===== src/common/mipsDefs.svh =====
`ifndef MIPS_DEFS_SVH
`define MIPS_DEFS_SVH

// Data path and program counter width
`define MIPS_XLEN 32

// Word address presented to both caches
`define MIPS_ADDR_W 30

// Register index and register count
`define MIPS_REG_W 5
`define MIPS_NUM_REGS 32

// Immediate field of I-type instructions
`define MIPS_IMM_W 16

// Target field of j
`define MIPS_JTARGET_W 26

`endif

===== src/common/mipsPipePkg.sv =====
`default_nettype none

package mipsPipePkg;

    // Source of an execute-stage operand
    typedef enum logic [1:0] {
        fwdReg = 2'd0,
        fwdMem = 2'd1,
        fwdWb  = 2'd2
    } fwdSel_t;

    // Why younger stages get squashed this cycle
    // Branch outranks jump since it is the older instruction
    typedef enum logic [1:0] {
        flushNone   = 2'd0,
        flushJump   = 2'd1,
        flushBranch = 2'd2
    } flushReason_t;

endpackage

`default_nettype wire


===== src/common/mipsIsaPkg.sv =====
`default_nettype none

package mipsIsaPkg;

    // Primary opcode, bits 31:26
    typedef enum logic [5:0] {
        opRtype = 6'h00,
        opJ     = 6'h02,
        opBeq   = 6'h04,
        opAddi  = 6'h08,
        opLw    = 6'h23,
        opSw    = 6'h2b
    } opcode_t;

    // Function field of R-type, bits 5:0
    typedef enum logic [5:0] {
        fnAdd = 6'h20,
        fnSub = 6'h22,
        fnAnd = 6'h24,
        fnOr  = 6'h25,
        fnSlt = 6'h2a
    } funct_t;

    // Operation actually carried out by the ALU
    typedef enum logic [3:0] {
        aluAdd = 4'd0,
        aluSub = 4'd1,
        aluAnd = 4'd2,
        aluOr  = 4'd3,
        aluSlt = 4'd4
    } aluOp_t;

    // What decode requests from the ALU
    typedef enum logic [1:0] {
        clsMemAdd    = 2'd0,
        clsBranchSub = 2'd1,
        clsFunct     = 2'd2
    } aluClass_t;

endpackage

`default_nettype wire


===== src/core/mipsCore.sv =====
`default_nettype none
`include "mipsDefs.svh"

module mipsCore import mipsIsaPkg::*, mipsPipePkg::*; (
    input  logic                    clk,
    input  logic                    rst_n,
    output logic [`MIPS_ADDR_W-1:0] icacheAddr,
    input  logic                    icacheStall,
    input  logic [`MIPS_XLEN-1:0]   icacheRdata,
    output logic                    dcacheRen,
    output logic                    dcacheWen,
    output logic [`MIPS_ADDR_W-1:0] dcacheAddr,
    output logic [`MIPS_XLEN-1:0]   dcacheWdata,
    input  logic                    dcacheStall,
    input  logic [`MIPS_XLEN-1:0]   dcacheRdata
);

    logic                   freeze;
    logic                   loadUse;
    flushReason_t           flushCause;
    fwdSel_t                fwdA;
    fwdSel_t                fwdB;

    // Decode stage
    logic [`MIPS_XLEN-1:0]  instrId;
    logic [`MIPS_XLEN-1:0]  pcPlus4Id;
    logic [`MIPS_XLEN-1:0]  immId;
    logic [`MIPS_XLEN-1:0]  jumpTarget;
    logic [`MIPS_XLEN-1:0]  rsValId;
    logic [`MIPS_XLEN-1:0]  rtValId;
    logic [`MIPS_REG_W-1:0] rsId;
    logic [`MIPS_REG_W-1:0] rtId;
    logic [`MIPS_REG_W-1:0] rdId;
    opcode_t                opcodeId;
    aluClass_t              aluClassId;
    logic regDstId, aluSrcId, memReadId, memWriteId;
    logic memToRegId, regWriteId, branchId, jumpId;

    // Execute stage
    aluClass_t              aluClassEx;
    logic regDstEx, aluSrcEx, memReadEx, memWriteEx;
    logic memToRegEx, regWriteEx, branchEx;
    logic [`MIPS_XLEN-1:0]  pcPlus4Ex;
    logic [`MIPS_XLEN-1:0]  rsValEx;
    logic [`MIPS_XLEN-1:0]  rtValEx;
    logic [`MIPS_XLEN-1:0]  immEx;
    logic [`MIPS_REG_W-1:0] rsEx;
    logic [`MIPS_REG_W-1:0] rtEx;
    logic [`MIPS_REG_W-1:0] rdEx;
    logic [`MIPS_XLEN-1:0]  opAEx;
    logic [`MIPS_XLEN-1:0]  rtFwdEx;
    logic [`MIPS_XLEN-1:0]  aluResultEx;
    logic                   zeroEx;

    // Memory and writeback stages
    logic memReadMem, memWriteMem, memToRegMem, regWriteMem, branchMem, zeroMem;
    logic [`MIPS_XLEN-1:0]  branchTargetMem;
    logic [`MIPS_XLEN-1:0]  aluResultMem;
    logic [`MIPS_XLEN-1:0]  storeDataMem;
    logic [`MIPS_REG_W-1:0] destMem;
    logic                   memToRegWb;
    logic                   regWriteWb;
    logic [`MIPS_XLEN-1:0]  loadDataWb;
    logic [`MIPS_XLEN-1:0]  aluResultWb;
    logic [`MIPS_REG_W-1:0] destWb;
    logic [`MIPS_XLEN-1:0]  wbData;

    function automatic logic [`MIPS_XLEN-1:0] operandMux(
        input fwdSel_t               sel,
        input logic [`MIPS_XLEN-1:0] regVal,
        input logic [`MIPS_XLEN-1:0] memVal,
        input logic [`MIPS_XLEN-1:0] wbVal
    );
        case (sel)
            fwdMem:  return memVal;
            fwdWb:   return wbVal;
            default: return regVal;
        endcase
    endfunction

    assign freeze = icacheStall | dcacheStall;

    always_comb begin
        if (branchMem && zeroMem) begin
            flushCause = flushBranch;
        end else if (jumpId) begin
            flushCause = flushJump;
        end else begin
            flushCause = flushNone;
        end
    end

    fetchUnit u_fetch (
        .clk(clk), .rst_n(rst_n), .freeze(freeze), .hold(loadUse),
        .jumpTaken(flushCause == flushJump), .jumpTarget(jumpTarget),
        .branchTaken(flushCause == flushBranch), .branchTarget(branchTargetMem),
        .icacheAddr(icacheAddr), .icacheRdata(icacheRdata),
        .instrId(instrId), .pcPlus4Id(pcPlus4Id)
    );

    // Instruction fields
    assign opcodeId   = opcode_t'(instrId[31:26]);
    assign rsId       = instrId[25:21];
    assign rtId       = instrId[20:16];
    assign rdId       = instrId[15:11];
    assign immId      = {{(`MIPS_XLEN - `MIPS_IMM_W){instrId[`MIPS_IMM_W-1]}},
                         instrId[`MIPS_IMM_W-1:0]};
    assign jumpTarget = {pcPlus4Id[31:28], instrId[`MIPS_JTARGET_W-1:0], 2'b00};

    controlDecoder u_ctrl (
        .opcode(opcodeId), .bubble(loadUse),
        .regDst(regDstId), .aluSrc(aluSrcId), .memRead(memReadId),
        .memWrite(memWriteId), .memToReg(memToRegId), .regWrite(regWriteId),
        .branch(branchId), .jump(jumpId), .aluClass(aluClassId)
    );

    regFile u_regs (
        .clk(clk), .rst_n(rst_n),
        .writeEn(regWriteWb), .writeAddr(destWb), .writeData(wbData),
        .readAddrA(rsId), .readAddrB(rtId),
        .readDataA(rsValId), .readDataB(rtValId)
    );

    hazardUnit u_hazard (
        .memReadEx(memReadEx), .rtEx(rtEx), .rsId(rsId), .rtId(rtId), .rsEx(rsEx),
        .destMem(destMem), .regWriteMem(regWriteMem),
        .destWb(destWb), .regWriteWb(regWriteWb),
        .loadUse(loadUse), .fwdA(fwdA), .fwdB(fwdB)
    );

    // Decode/execute register, controls squashed by a taken branch
    always_ff @(posedge clk) begin
        if (!rst_n || (!freeze && flushCause == flushBranch)) begin
            {regDstEx, aluSrcEx, memReadEx, memWriteEx} <= '0;
            {memToRegEx, regWriteEx, branchEx} <= '0;
            aluClassEx <= clsMemAdd;
        end else if (!freeze) begin
            {regDstEx, aluSrcEx, memReadEx, memWriteEx} <=
                {regDstId, aluSrcId, memReadId, memWriteId};
            {memToRegEx, regWriteEx, branchEx} <= {memToRegId, regWriteId, branchId};
            aluClassEx <= aluClassId;
        end
    end

    always_ff @(posedge clk) begin
        if (!freeze) begin
            pcPlus4Ex <= pcPlus4Id;
            rsValEx   <= rsValId;
            rtValEx   <= rtValId;
            immEx     <= immId;
            rsEx      <= rsId;
            rtEx      <= rtId;
            rdEx      <= rdId;
        end
    end

    // Store data takes the same forwarded value as operand B
    assign opAEx   = operandMux(fwdA, rsValEx, aluResultMem, wbData);
    assign rtFwdEx = operandMux(fwdB, rtValEx, aluResultMem, wbData);

    alu u_alu (
        .aluClass(aluClassEx), .funct(funct_t'(immEx[5:0])),
        .opA(opAEx), .opB(aluSrcEx ? immEx : rtFwdEx),
        .result(aluResultEx), .zero(zeroEx)
    );

    // Execute/memory register
    always_ff @(posedge clk) begin
        if (!rst_n || (!freeze && flushCause == flushBranch)) begin
            {memReadMem, memWriteMem, memToRegMem, regWriteMem, branchMem, zeroMem} <= '0;
        end else if (!freeze) begin
            {memReadMem, memWriteMem, memToRegMem} <= {memReadEx, memWriteEx, memToRegEx};
            {regWriteMem, branchMem, zeroMem} <= {regWriteEx, branchEx, zeroEx};
        end
    end

    always_ff @(posedge clk) begin
        if (!freeze) begin
            branchTargetMem <= pcPlus4Ex + {immEx[`MIPS_XLEN-3:0], 2'b00};
            aluResultMem    <= aluResultEx;
            storeDataMem    <= rtFwdEx;
            destMem         <= regDstEx ? rdEx : rtEx;
        end
    end

    assign dcacheRen   = memReadMem;
    assign dcacheWen   = memWriteMem;
    assign dcacheAddr  = aluResultMem[`MIPS_XLEN-1:2];
    assign dcacheWdata = storeDataMem;

    // Memory/writeback register
    always_ff @(posedge clk) begin
        if (!rst_n) begin
            memToRegWb <= 1'b0;
            regWriteWb <= 1'b0;
        end else if (!freeze) begin
            memToRegWb <= memToRegMem;
            regWriteWb <= regWriteMem;
        end
    end

    always_ff @(posedge clk) begin
        if (!freeze) begin
            loadDataWb  <= dcacheRdata;
            aluResultWb <= aluResultMem;
            destWb      <= destMem;
        end
    end

    assign wbData = memToRegWb ? loadDataWb : aluResultWb;

    strobeExclusive: assert property (@(posedge clk) disable iff (!rst_n)
        !(dcacheRen && dcacheWen));

    // A strobe only rises when a memory op advanced out of execute
    strobeSource: assert property (@(posedge clk) disable iff (!rst_n)
        $rose(dcacheRen || dcacheWen) |-> $past(memReadEx || memWriteEx));

endmodule

`default_nettype wire


===== src/core/fetchUnit.sv =====
`default_nettype none
`include "mipsDefs.svh"

module fetchUnit (
    input  logic                    clk,
    input  logic                    rst_n,
    input  logic                    freeze,
    input  logic                    hold,
    input  logic                    jumpTaken,
    input  logic [`MIPS_XLEN-1:0]   jumpTarget,
    input  logic                    branchTaken,
    input  logic [`MIPS_XLEN-1:0]   branchTarget,
    output logic [`MIPS_ADDR_W-1:0] icacheAddr,
    input  logic [`MIPS_XLEN-1:0]   icacheRdata,
    output logic [`MIPS_XLEN-1:0]   instrId,
    output logic [`MIPS_XLEN-1:0]   pcPlus4Id
);

    logic [`MIPS_XLEN-1:0] pc;
    logic [`MIPS_XLEN-1:0] pcPlus4;
    logic [`MIPS_XLEN-1:0] pcNext;

    assign pcPlus4    = pc + 'd4;
    assign icacheAddr = pc[`MIPS_XLEN-1:2];

    // Branch from memory stage is older than a jump in decode
    always_comb begin
        if (branchTaken) begin
            pcNext = branchTarget;
        end else if (jumpTaken) begin
            pcNext = jumpTarget;
        end else if (hold) begin
            pcNext = pc;
        end else begin
            pcNext = pcPlus4;
        end
    end

    always_ff @(posedge clk) begin
        if (!rst_n) begin
            pc        <= '0;
            instrId   <= '0;
            pcPlus4Id <= '0;
        end else if (!freeze) begin
            pc <= pcNext;
            if (branchTaken || jumpTaken) begin
                // Squash the fetched word to a no-op
                instrId <= '0;
            end else if (!hold) begin
                instrId   <= icacheRdata;
                pcPlus4Id <= pcPlus4;
            end
        end
    end

    pcAligned: assert property (@(posedge clk) disable iff (!rst_n) pc[1:0] == 2'b00);

endmodule

`default_nettype wire


===== src/logic/hazardUnit.sv =====
`default_nettype none
`include "mipsDefs.svh"

module hazardUnit import mipsPipePkg::*; (
    input  logic                   memReadEx,
    input  logic [`MIPS_REG_W-1:0] rtEx,
    input  logic [`MIPS_REG_W-1:0] rsId,
    input  logic [`MIPS_REG_W-1:0] rtId,
    input  logic [`MIPS_REG_W-1:0] rsEx,
    input  logic [`MIPS_REG_W-1:0] destMem,
    input  logic                   regWriteMem,
    input  logic [`MIPS_REG_W-1:0] destWb,
    input  logic                   regWriteWb,
    output logic                   loadUse,
    output fwdSel_t                fwdA,
    output fwdSel_t                fwdB
);

    // Youngest producer wins, r0 is never a real destination
    function automatic fwdSel_t pickSource(
        input logic [`MIPS_REG_W-1:0] src,
        input logic [`MIPS_REG_W-1:0] memDest,
        input logic                   memWe,
        input logic [`MIPS_REG_W-1:0] wbDest,
        input logic                   wbWe
    );
        if (memWe && memDest != '0 && memDest == src) begin
            return fwdMem;
        end else if (wbWe && wbDest != '0 && wbDest == src) begin
            return fwdWb;
        end
        return fwdReg;
    endfunction

    assign fwdA = pickSource(rsEx, destMem, regWriteMem, destWb, regWriteWb);
    assign fwdB = pickSource(rtEx, destMem, regWriteMem, destWb, regWriteWb);

    // Load result is not ready until after the memory stage
    assign loadUse = memReadEx && (rtEx != '0) && ((rtEx == rsId) || (rtEx == rtId));

endmodule

`default_nettype wire


===== src/logic/alu.sv =====
`default_nettype none
`include "mipsDefs.svh"

module alu import mipsIsaPkg::*; (
    input  aluClass_t             aluClass,
    input  funct_t                funct,
    input  logic [`MIPS_XLEN-1:0] opA,
    input  logic [`MIPS_XLEN-1:0] opB,
    output logic [`MIPS_XLEN-1:0] result,
    output logic                  zero
);

    aluOp_t op;
    logic   lessThan;

    // Loads, stores and addi add, beq subtracts
    always_comb begin
        case (aluClass)
            clsBranchSub: op = aluSub;
            clsFunct: begin
                case (funct)
                    fnSub:   op = aluSub;
                    fnAnd:   op = aluAnd;
                    fnOr:    op = aluOr;
                    fnSlt:   op = aluSlt;
                    default: op = aluAdd;
                endcase
            end
            default: op = aluAdd;
        endcase
    end

    assign lessThan = $signed(opA) < $signed(opB);

    always_comb begin
        case (op)
            aluSub:  result = opA - opB;
            aluAnd:  result = opA & opB;
            aluOr:   result = opA | opB;
            aluSlt:  result = {{(`MIPS_XLEN - 1){1'b0}}, lessThan};
            default: result = opA + opB;
        endcase
    end

    assign zero = (result == '0);

endmodule

`default_nettype wire


===== src/logic/regFile.sv =====
`default_nettype none
`include "mipsDefs.svh"

module regFile (
    input  logic                   clk,
    input  logic                   rst_n,
    input  logic                   writeEn,
    input  logic [`MIPS_REG_W-1:0] writeAddr,
    input  logic [`MIPS_XLEN-1:0]  writeData,
    input  logic [`MIPS_REG_W-1:0] readAddrA,
    input  logic [`MIPS_REG_W-1:0] readAddrB,
    output logic [`MIPS_XLEN-1:0]  readDataA,
    output logic [`MIPS_XLEN-1:0]  readDataB
);

    logic [`MIPS_XLEN-1:0] regs [`MIPS_NUM_REGS];

    // Same-cycle write is visible to the reader
    function automatic logic [`MIPS_XLEN-1:0] readPort(input logic [`MIPS_REG_W-1:0] addr);
        if (addr == '0) begin
            return '0;
        end else if (writeEn && writeAddr == addr) begin
            return writeData;
        end
        return regs[addr];
    endfunction

    always_ff @(posedge clk) begin
        if (!rst_n) begin
            for (int i = 0; i < `MIPS_NUM_REGS; i++) begin
                regs[i] <= '0;
            end
        end else if (writeEn && writeAddr != '0) begin
            regs[writeAddr] <= writeData;
        end
    end

    always_comb begin
        readDataA = readPort(readAddrA);
        readDataB = readPort(readAddrB);
    end

    zeroReg: assert property (@(posedge clk) (readAddrA == '0) |-> (readDataA == '0));

endmodule

`default_nettype wire


===== src/logic/controlDecoder.sv =====
`default_nettype none

module controlDecoder import mipsIsaPkg::*; (
    input  opcode_t   opcode,
    input  logic      bubble,
    output logic      regDst,
    output logic      aluSrc,
    output logic      memRead,
    output logic      memWrite,
    output logic      memToReg,
    output logic      regWrite,
    output logic      branch,
    output logic      jump,
    output aluClass_t aluClass
);

    always_comb begin
        regDst   = 1'b0;
        aluSrc   = 1'b0;
        memRead  = 1'b0;
        memWrite = 1'b0;
        memToReg = 1'b0;
        regWrite = 1'b0;
        branch   = 1'b0;
        jump     = 1'b0;
        aluClass = clsMemAdd;

        // Bubble leaves everything inactive
        if (!bubble) begin
            case (opcode)
                opRtype: begin
                    regDst   = 1'b1;
                    regWrite = 1'b1;
                    aluClass = clsFunct;
                end
                opAddi: begin
                    aluSrc   = 1'b1;
                    regWrite = 1'b1;
                end
                opLw: begin
                    aluSrc   = 1'b1;
                    memRead  = 1'b1;
                    memToReg = 1'b1;
                    regWrite = 1'b1;
                end
                opSw: begin
                    aluSrc   = 1'b1;
                    memWrite = 1'b1;
                end
                opBeq: begin
                    branch   = 1'b1;
                    aluClass = clsBranchSub;
                end
                opJ: begin
                    jump = 1'b1;
                end
                // Anything else runs as a no-op
                default: ;
            endcase
        end
    end

endmodule

`default_nettype wire


===== config.mk =====
export PLATFORM = sky130hd
export DESIGN_NAME = mipsCore
export DESIGN_NICKNAME = d
export VERILOG_FILES = /design/src/common/mipsPipePkg.sv /design/src/common/mipsIsaPkg.sv /design/src/core/mipsCore.sv /design/src/core/fetchUnit.sv /design/src/logic/hazardUnit.sv /design/src/logic/alu.sv /design/src/logic/regFile.sv /design/src/logic/controlDecoder.sv
export VERILOG_INCLUDE_DIRS = /design/src /design/src/common
export SDC_FILE = /design/constraint.sdc
export NUM_CORES = 2
export LEC_CHECK = 0
export BUFFER_PORTS_ARGS = -buffer_cell sky130_fd_sc_hd__buf_2
export CORE_MARGIN = 10
export CORE_UTILIZATION = 50
export DETAILED_ROUTE_END_ITERATION = 7
export GPL_TIMING_DRIVEN = 0
export MAX_ROUTING_LAYER = met4
export PLACE_DENSITY_LB_ADDON = 0.3
export SYNTH_ARGS = -nofsm -noshare
export SYNTH_HDL_FRONTEND = slang
export SYNTH_SLANG_ARGS = --single-unit

===== constraint.sdc =====
create_clock -name clk -period 10.6 [get_ports clk]
set_input_delay 1.06 -clock clk [delete_from_list [all_inputs] [get_ports clk]]
set_output_delay 1.06 -clock clk [all_outputs]
set_load 0.005 [all_outputs]

-- Word level (Yosys, flattened, before mapping)
Memories as Yosys holds them, arrays and structs flattened. A register that Yosys moved wholly into a read port is not among the register bits.
Cells that the tools add are included.
- bitwise operators: 6
- add/subtract/negate cells: 4
- divide/modulo/power cells: 0
- reductions and logical operators: 30
- multipliers: 0
- shift operators: 0
- equal/unequal tests: 31
- multiplexer cells: 62
- $lt $le $gt $ge: 1
- operator list (operator ; number):
    $mux W32 ; 14
    $pmux W32 S2 ; 2
    $pmux W32 S4 ; 1
    $add A32 B32 Y32 ; 2
    $eq A5 B5 Y1 ; 8
    $eq A6 B6 Y1 const B ; 6
    $add A32 B3 Y32 const B ; 1
    $and A32 B32 Y32 ; 1
    $logic_not A32 Y1 ; 1
    $lt A32 B32 Y1 ; 1
    $or A32 B32 Y32 ; 1
    $reduce_or A32 Y1 ; 1
    $sub A32 B32 Y32 ; 1
    $mux W5 ; 6
    $mux W1 ; 28
    $mux W2 ; 8
    $reduce_bool A5 Y1 ; 3
    $logic_and A1 B1 Y1 ; 12
    $pmux W3 S4 ; 1
    $logic_not A5 Y1 ; 2
    $eq A2 B1 Y1 const B ; 4
    $eq A2 B2 Y1 const B ; 4
    $eq A4 B2 Y1 const B ; 2
    $pmux W4 S2 ; 1
    other kinds (16) ; 23
- input bits: 68
- bits in latches: 0
- output and inout port bits: 94
- bits in registers: 408
- memories kept: 1
- memory bits (writable): 1024
- bits in read-only memories: 0
- logic and storage cells: 166
- memories (memory ; words ; width ; rd ports ; clocked after memory_dff ; write ports ; RTL line ; RTL):
    u_regs.regs ; 32 ; 32 ; 2 ; 2 ; 32 ; regFile.sv:16 ; logic [`MIPS_XLEN-1:0] regs [`MIPS_NUM_REGS];

-- Longest topological paths before layout
- depth after elaboration: 12
- gate-level depth with buffers: 24
- mapped depth without buffers: 22

-- Modules after synthesis
From an unflattened synthesis, not the netlist that was laid out.
- cell total of the unflattened synthesis: 6133
- area total of the unflattened synthesis: 79082.1 sq um
- by module, submodules not included (module ; cells each ; instances ; sequential area each (sq um) ; area an instance (sq um)):
    regFile ; 3750 ; 1 ; 30749.5 ; 55264.3
    mipsCore ; 932 ; 1 ; 9108.7 ; 13173.9
    alu ; 807 ; 1 ; 0.0 ; 5318.9
    fetchUnit ; 572 ; 1 ; 1921.8 ; 4770.8
    hazardUnit ; 54 ; 1 ; 0.0 ; 422.9
    controlDecoder ; 18 ; 1 ; 0.0 ; 131.4

-- Least setup slack after synthesis
Ideal clock, no wire load.
- path type: in2reg
- from: input dcacheStall
- to: register u_fetch.pcPlus4Id[21]
- arrival time: 11452 ps
- slack: -937 ps
- library setup time: 86 ps
- buffers on the path: 3
- cell stages on the path: 9
- required time: 10514 ps
- cell sequence: or2_2 clkbuf_1 inv_1 clkbuf_1 nand2_1 nor2_1 clkbuf_1 nor2_1 a211oi_1
- word-level cells in the longest chain between the ends: 3
- RTL lines (element ; RTL line ; RTL):
    start: declaration ; mipsCore.sv:14 ; input logic dcacheStall,
    $or A1 B1 Y1 ; mipsCore.sv:81 ; assign freeze = icacheStall | dcacheStall;
    $not A1 Y1 (no line) ; n/a ;
    $reduce_and A3 Y1 (no line) ; n/a ;
    end signal: assignment ; fetchUnit.sv:51 ; pcPlus4Id <= pcPlus4;
    end: declaration ; fetchUnit.sv:16 ; output logic [`MIPS_XLEN-1:0] pcPlus4Id
Every way passes these cells.
A chain may end at the register's enable or synchronous reset.

-- Worst setup path after layout
- from: register memToRegWb
- to: register zeroMem
- word-level cells in the longest chain between the ends: 6
- elaborated cells between the ends (all ways): 11
- classes of those cells: add/sub: 2; order compare: 1; mux: 5; bitwise: 2; reduce/logical: 1
- RTL lines (element ; RTL line ; RTL):
    start: declaration ; mipsCore.sv:61 ; logic memToRegWb;
    start signal: assignment ; mipsCore.sv:197 ; memToRegWb <= memToRegMem;
    $mux W32 * ; mipsCore.sv:210 ; assign wbData = memToRegWb ? loadDataWb : aluResultWb;
    $pmux W32 S2 * ; mipsCore.sv:74 ; case (sel)
    named net rtFwdEx[16] ; mipsCore.sv:51 ; logic [`MIPS_XLEN-1:0] rtFwdEx;
    $mux W32 * ; mipsCore.sv:163 ; .opA(opAEx), .opB(aluSrcEx ? immEx : rtFwdEx),
    $add A32 B32 Y32 or $sub A32 B32 Y32 (tied branches) ; alu.sv:41, alu.sv:37 ;
    $pmux W32 S4 * ; alu.sv:36 ; case (op)
    named net aluResultEx[19] ; mipsCore.sv:52 ; logic [`MIPS_XLEN-1:0] aluResultEx;
    $logic_not A32 Y1 * ; alu.sv:45 ; assign zero = (result == '0);
    end signal: assignment ; mipsCore.sv:173 ; {regWriteMem, branchMem, zeroMem} <= {regWriteEx, branchEx, zeroEx};
    end: declaration ; mipsCore.sv:56 ; logic memReadMem, memWriteMem, memToRegMem, regWriteMem, branchMem, zeroMem;
Mark *: on every way through the listed nets, which the timed path passes. The rest lies on a longest branch.

==> summary.md <==
| Metric | Value |
|---|---|
| Slew HR | -7.129% |
| Vias in the first global route | 53,120 |
| Total power divided by cell area | 160.6 nW/µm² |
| Worst R2R Path Depth | 20 |
| First-pass GRT wire length | 364.0 mm |
| Setup Buffers After CTS | 0 |
| Fin util | 56.61% |
| Number of max-cap violations | 3 |
| Top delay family on crit path | compound AO/OA/AOI/OAI gates |
| Slew Viols, Final | 11 |
| Post-CTS resize count | 0 |
| Period minus WS final | 7.634 ns |
| Clk_skew | 0.04773 ns |
| Hold_ws | 0.4075 ns |
| Total power | 13.61 mW |
| Placed insts | 7,932 |
| Hold_buf cts | 0 |
| P&R area growth vs syn | 12.53% |
| Worst Path Max Fanout | 10 |
| Async SR Flop Fraction | 0% |
| Fin Setup TNS | 0 ns |
| Layout Nets | 6,273 |
| Setup-failing EPs final | 0 |
| Failing checks | capacitance limit, slew limit |
| TritonCTS clock tree | built |
| Number of port buffers | 161 |
| Crit end category | register |
| Synth Warn # | 0 |
| Setup WS post-layout | 2.966 ns |
| Initial core utilization | 50.30% |
| Max Fclk | 131.0 MHz |
| Flop-to-flop setup slack | 2.97 ns |
| DR vias | 53,620 |
| CP max-delay cell | mux2i_1 |
| Num rows | 142 |
| DR DRC count | 0 |
| RSZ-0062 raised after global routing | no |
| Main synth FF type | edfxtp_1 |
| Root Driver | clkbuf_16 |
| HP Start | dcacheRdata[20] |
| H-tree level count | 4 |
| Worst Setup SP | memToRegWb |
| Maximum vdd drop | 0.1938 mV |
| Via/cell ratio | 6.519 |
| GRT Overall Usage | 30.51% |
| Initial antenna violation count | 9 |
| Sequential fraction of the synthesis area | 55.37% |
| Leakage | 29.57 nW |
| DP Wirelength | 188.3 mm |
| WL/cell | 30.68 µm |
| Critical path, cell by cell | clkbuf_1, clkbuf_1, mux2i_1, nand2_1, o21ai_0, o21ai_0, o21a_1, ha_1, clkbuf_1, nor2_1, nand2_1, a211oi_2, nor4_4, o41ai_1, mux2i_1, o21ai_0, nor3_2, nand4bb_1, or4_1, o31ai_2 |
| Crit Path Class | reg -> reg |
| FF-to-FF Start | memToRegWb |
| Finished layout cell area | 84,790 µm² |
| Final-report hold violation count | 0 |
| Die H | 408.2 µm |
| Die Area | 166,600 µm² |
| Worst R2R End | zeroMem |
| Yosys reg bits | 1,428 |
| Startpoint types | register |
| Mapped cell area | 75,340 µm² |
| Share of cells above drive strength 1 | 20.59% |
| CTS clk-pin slew, worst paths | 0.07 ns |
| Worst path bufs/invs | 3 |
| Core area | 149,800 µm² |
| Dpl ws | 3.083 ns |
| Status | finished, violations left |
| Final WL | 252.4 mm |
| Initial detailed-routing violation count | 7,904 |
| Critical Path AT | 8.39 ns |
| Hold Crit Class | in -> reg |
| CTS Buffer Depth | 3 |
| Chip Width | 408.2 µm |
| Clock Latency Late Sink | 0.83 ns |
| Worst slew pin tran | 1.607 ns |
| Drt first pass iters | 8 |
| Syn avg cell area | 13.28 µm² |
| CP Data Required Time | 11.35 ns |
| Routed Antenna Nets | 0 |
| Residual overflow from global routing | 0 |
| I/O pin count | 162 |
| CTS buffer count | 154 |
| Hold depth | 1 |
| CTS Sinks | 1,428 |
| Non-Filler Instances | 8,226 |
| Distinct cells, synth | 106 |
| DP Area | 79,790 µm² |
| Largest net degree at the start of global routing | 119 |
| Max stage delay on crit path | 1.20 ns |
| Final Cycle Share | 72.02% |
| Cells after Synth | 5,673 |
| Gpl congestion | 0.9861 |
| Hold EP | loadDataWb[20] |
| Post-synth EDFFs | 1,312 |
## sequential cells by signal (all words and copies together), names as in the netlist, 30 cells and up, named ones only
register and count:
pcPlus4Ex 30, aluResultWb 32, u_fetch.pc 30, u_regs.regs 1024, branchTargetMem 30, rtValEx 32, aluResultMem 32, rsValEx 32
dcacheWdata 32, loadDataWb 32, u_fetch.pcPlus4Id 30, u_fetch.instrId 32
## worst register-to-register path, stage by stage (launching register included)
cell and delay (ns):
dfxtp_1 0.30, clkbuf_1 0.50, clkbuf_1 0.91, mux2i_1 1.20, nand2_1 0.11, o21ai_0 0.13
o21ai_0 0.29, o21a_1 0.31, ha_1 0.29, clkbuf_1 0.27, nor2_1 0.51, nand2_1 0.13
a211oi_2 0.43, nor4_4 0.14, o41ai_1 0.47, mux2i_1 0.23, o21ai_0 0.26, nor3_2 0.33
nand4bb_1 0.14, or4_1 0.43, o31ai_2 0.19
## how the worst max path moves through the flow
stage                             to  slack, ns  cells after the start
2_1_floorplan  u_fetch.pcPlus4Id[21]       3.80                      9
3_3_place_gp                register       1.21                     10
3_5_place_dp                 zeroMem       3.08                     20
4_1_cts                      zeroMem       3.11                     20
5_1_grt                      zeroMem       2.86                     22
6_report                     zeroMem       2.97                     20
## Yosys cell counts (9+ instances only)
cell type | count | share of area, %
nand2_1 | 304 | 1.5
a22oi_1 | 37 | 0.37
nor3_1 | 38 | 0.25
inv_1 | 110 | 0.55
o21ai_0 | 203 | 1.3
edfxtp_1 | 1312 | 52
dfxtp_1 | 116 | 3.1
buf_1 | 58 | 0.29
nor2b_1 | 88 | 0.73
nor2_1 | 1234 | 6.1
nor4_1 | 26 | 0.22
a211oi_1 | 175 | 1.7
o221ai_1 | 11 | 0.13
ha_1 | 128 | 2.1
a21o_1 | 21 | 0.21
or3_1 | 12 | 0.10
nor3b_1 | 9 | 0.090
buf_2 | 19 | 0.13
a221oi_1 | 14 | 0.16
o211ai_1 | 25 | 0.25
xnor2_1 | 63 | 0.73
mux2i_1 | 60 | 0.80
clkbuf_1 | 411 | 2.0
buf_4 | 35 | 0.35
nand3_1 | 44 | 0.29
mux2_2 | 19 | 0.28
o221a_2 | 10 | 0.15
o22ai_1 | 12 | 0.10
and3_1 | 12 | 0.10
o21a_1 | 28 | 0.28
clkbuf_8 | 9 | 0.16
a21oi_1 | 131 | 0.87
nand4_1 | 12 | 0.10
and2_1 | 15 | 0.12
xor2_1 | 39 | 0.45
a31oi_1 | 15 | 0.12
mux4_2 | 640 | 19
nand2b_1 | 15 | 0.12
## cells by family (layout without fill, tap and decap cells)
| logic type | after synthesis | count (layout) | synth area share (%) |
|---|---|---|---|
| and+or+nand+nor | 1851 | 1851 | 10.29 |
| muxes | 719 | 719 | 20.21 |
| buffers and inverters | 652 | 1146 | 3.647 |
| AOI/OAI and AO/OA | 789 | 789 | 7.086 |
| other | 1 | 44 | 0.004977 |
| adders and majority gates | 131 | 131 | 2.205 |
| xor gates and xnor gates | 102 | 102 | 1.186 |
| DFF | 1428 | 1428 | 55.37 |
## metal layers
layer | wire (µm) | up-vias | track usage (%)
li1 | - | 22330 | -
met1 | 89690 | 26960 | 37.72
met2 | 115800 | 3696 | 46.24
met3 | 35050 | 639 | 10.41
met4 | 11810 | 0 | 12.14
met5 | 0 | - | -
## cell type report
class,instances,area [µm²]
fill,11910,64990
antenna,12,30.03
buffer,539,2336
multi-input combinational,3624,31180
sequential,1428,41720
inverter,113,426.7
clock inverter,84,778.2
clock buffer,196,4145
timing repair buffer,214,1648
tap,2016,2522
## where the power goes
group	internal [mW]	switching, mW
Sequential	6.39	0.141
Clock	2.96	2.37
Combinational	0.674	1.07
## layout by cell type (no fill, tap or decap), types with 17 or more instances in the layout
master,instances
a211oi_1,175
a21o_1,21
a21oi_1,131
a22oi_1,37
buf_1,57
buf_12,25
buf_2,180
buf_4,42
buf_6,22
clkbuf_1,441
clkbuf_16,157
clkbuf_8,17
clkinv_1,32
clkinv_2,29
conb_1,32
dfxtp_1,116
edfxtp_1,1312
ha_1,128
inv_1,110
mux2_2,19
mux2i_1,39
mux2i_2,21
mux4_2,640
nand2_1,274
nand2_2,30
nand3_1,44
nor2_1,1234
nor2b_1,88
nor3_1,38
nor4_1,21
o211ai_1,25
o21a_1,28
o21ai_0,203
xnor2_1,63
xor2_1,39
Power figures use the tool's default switching activity.
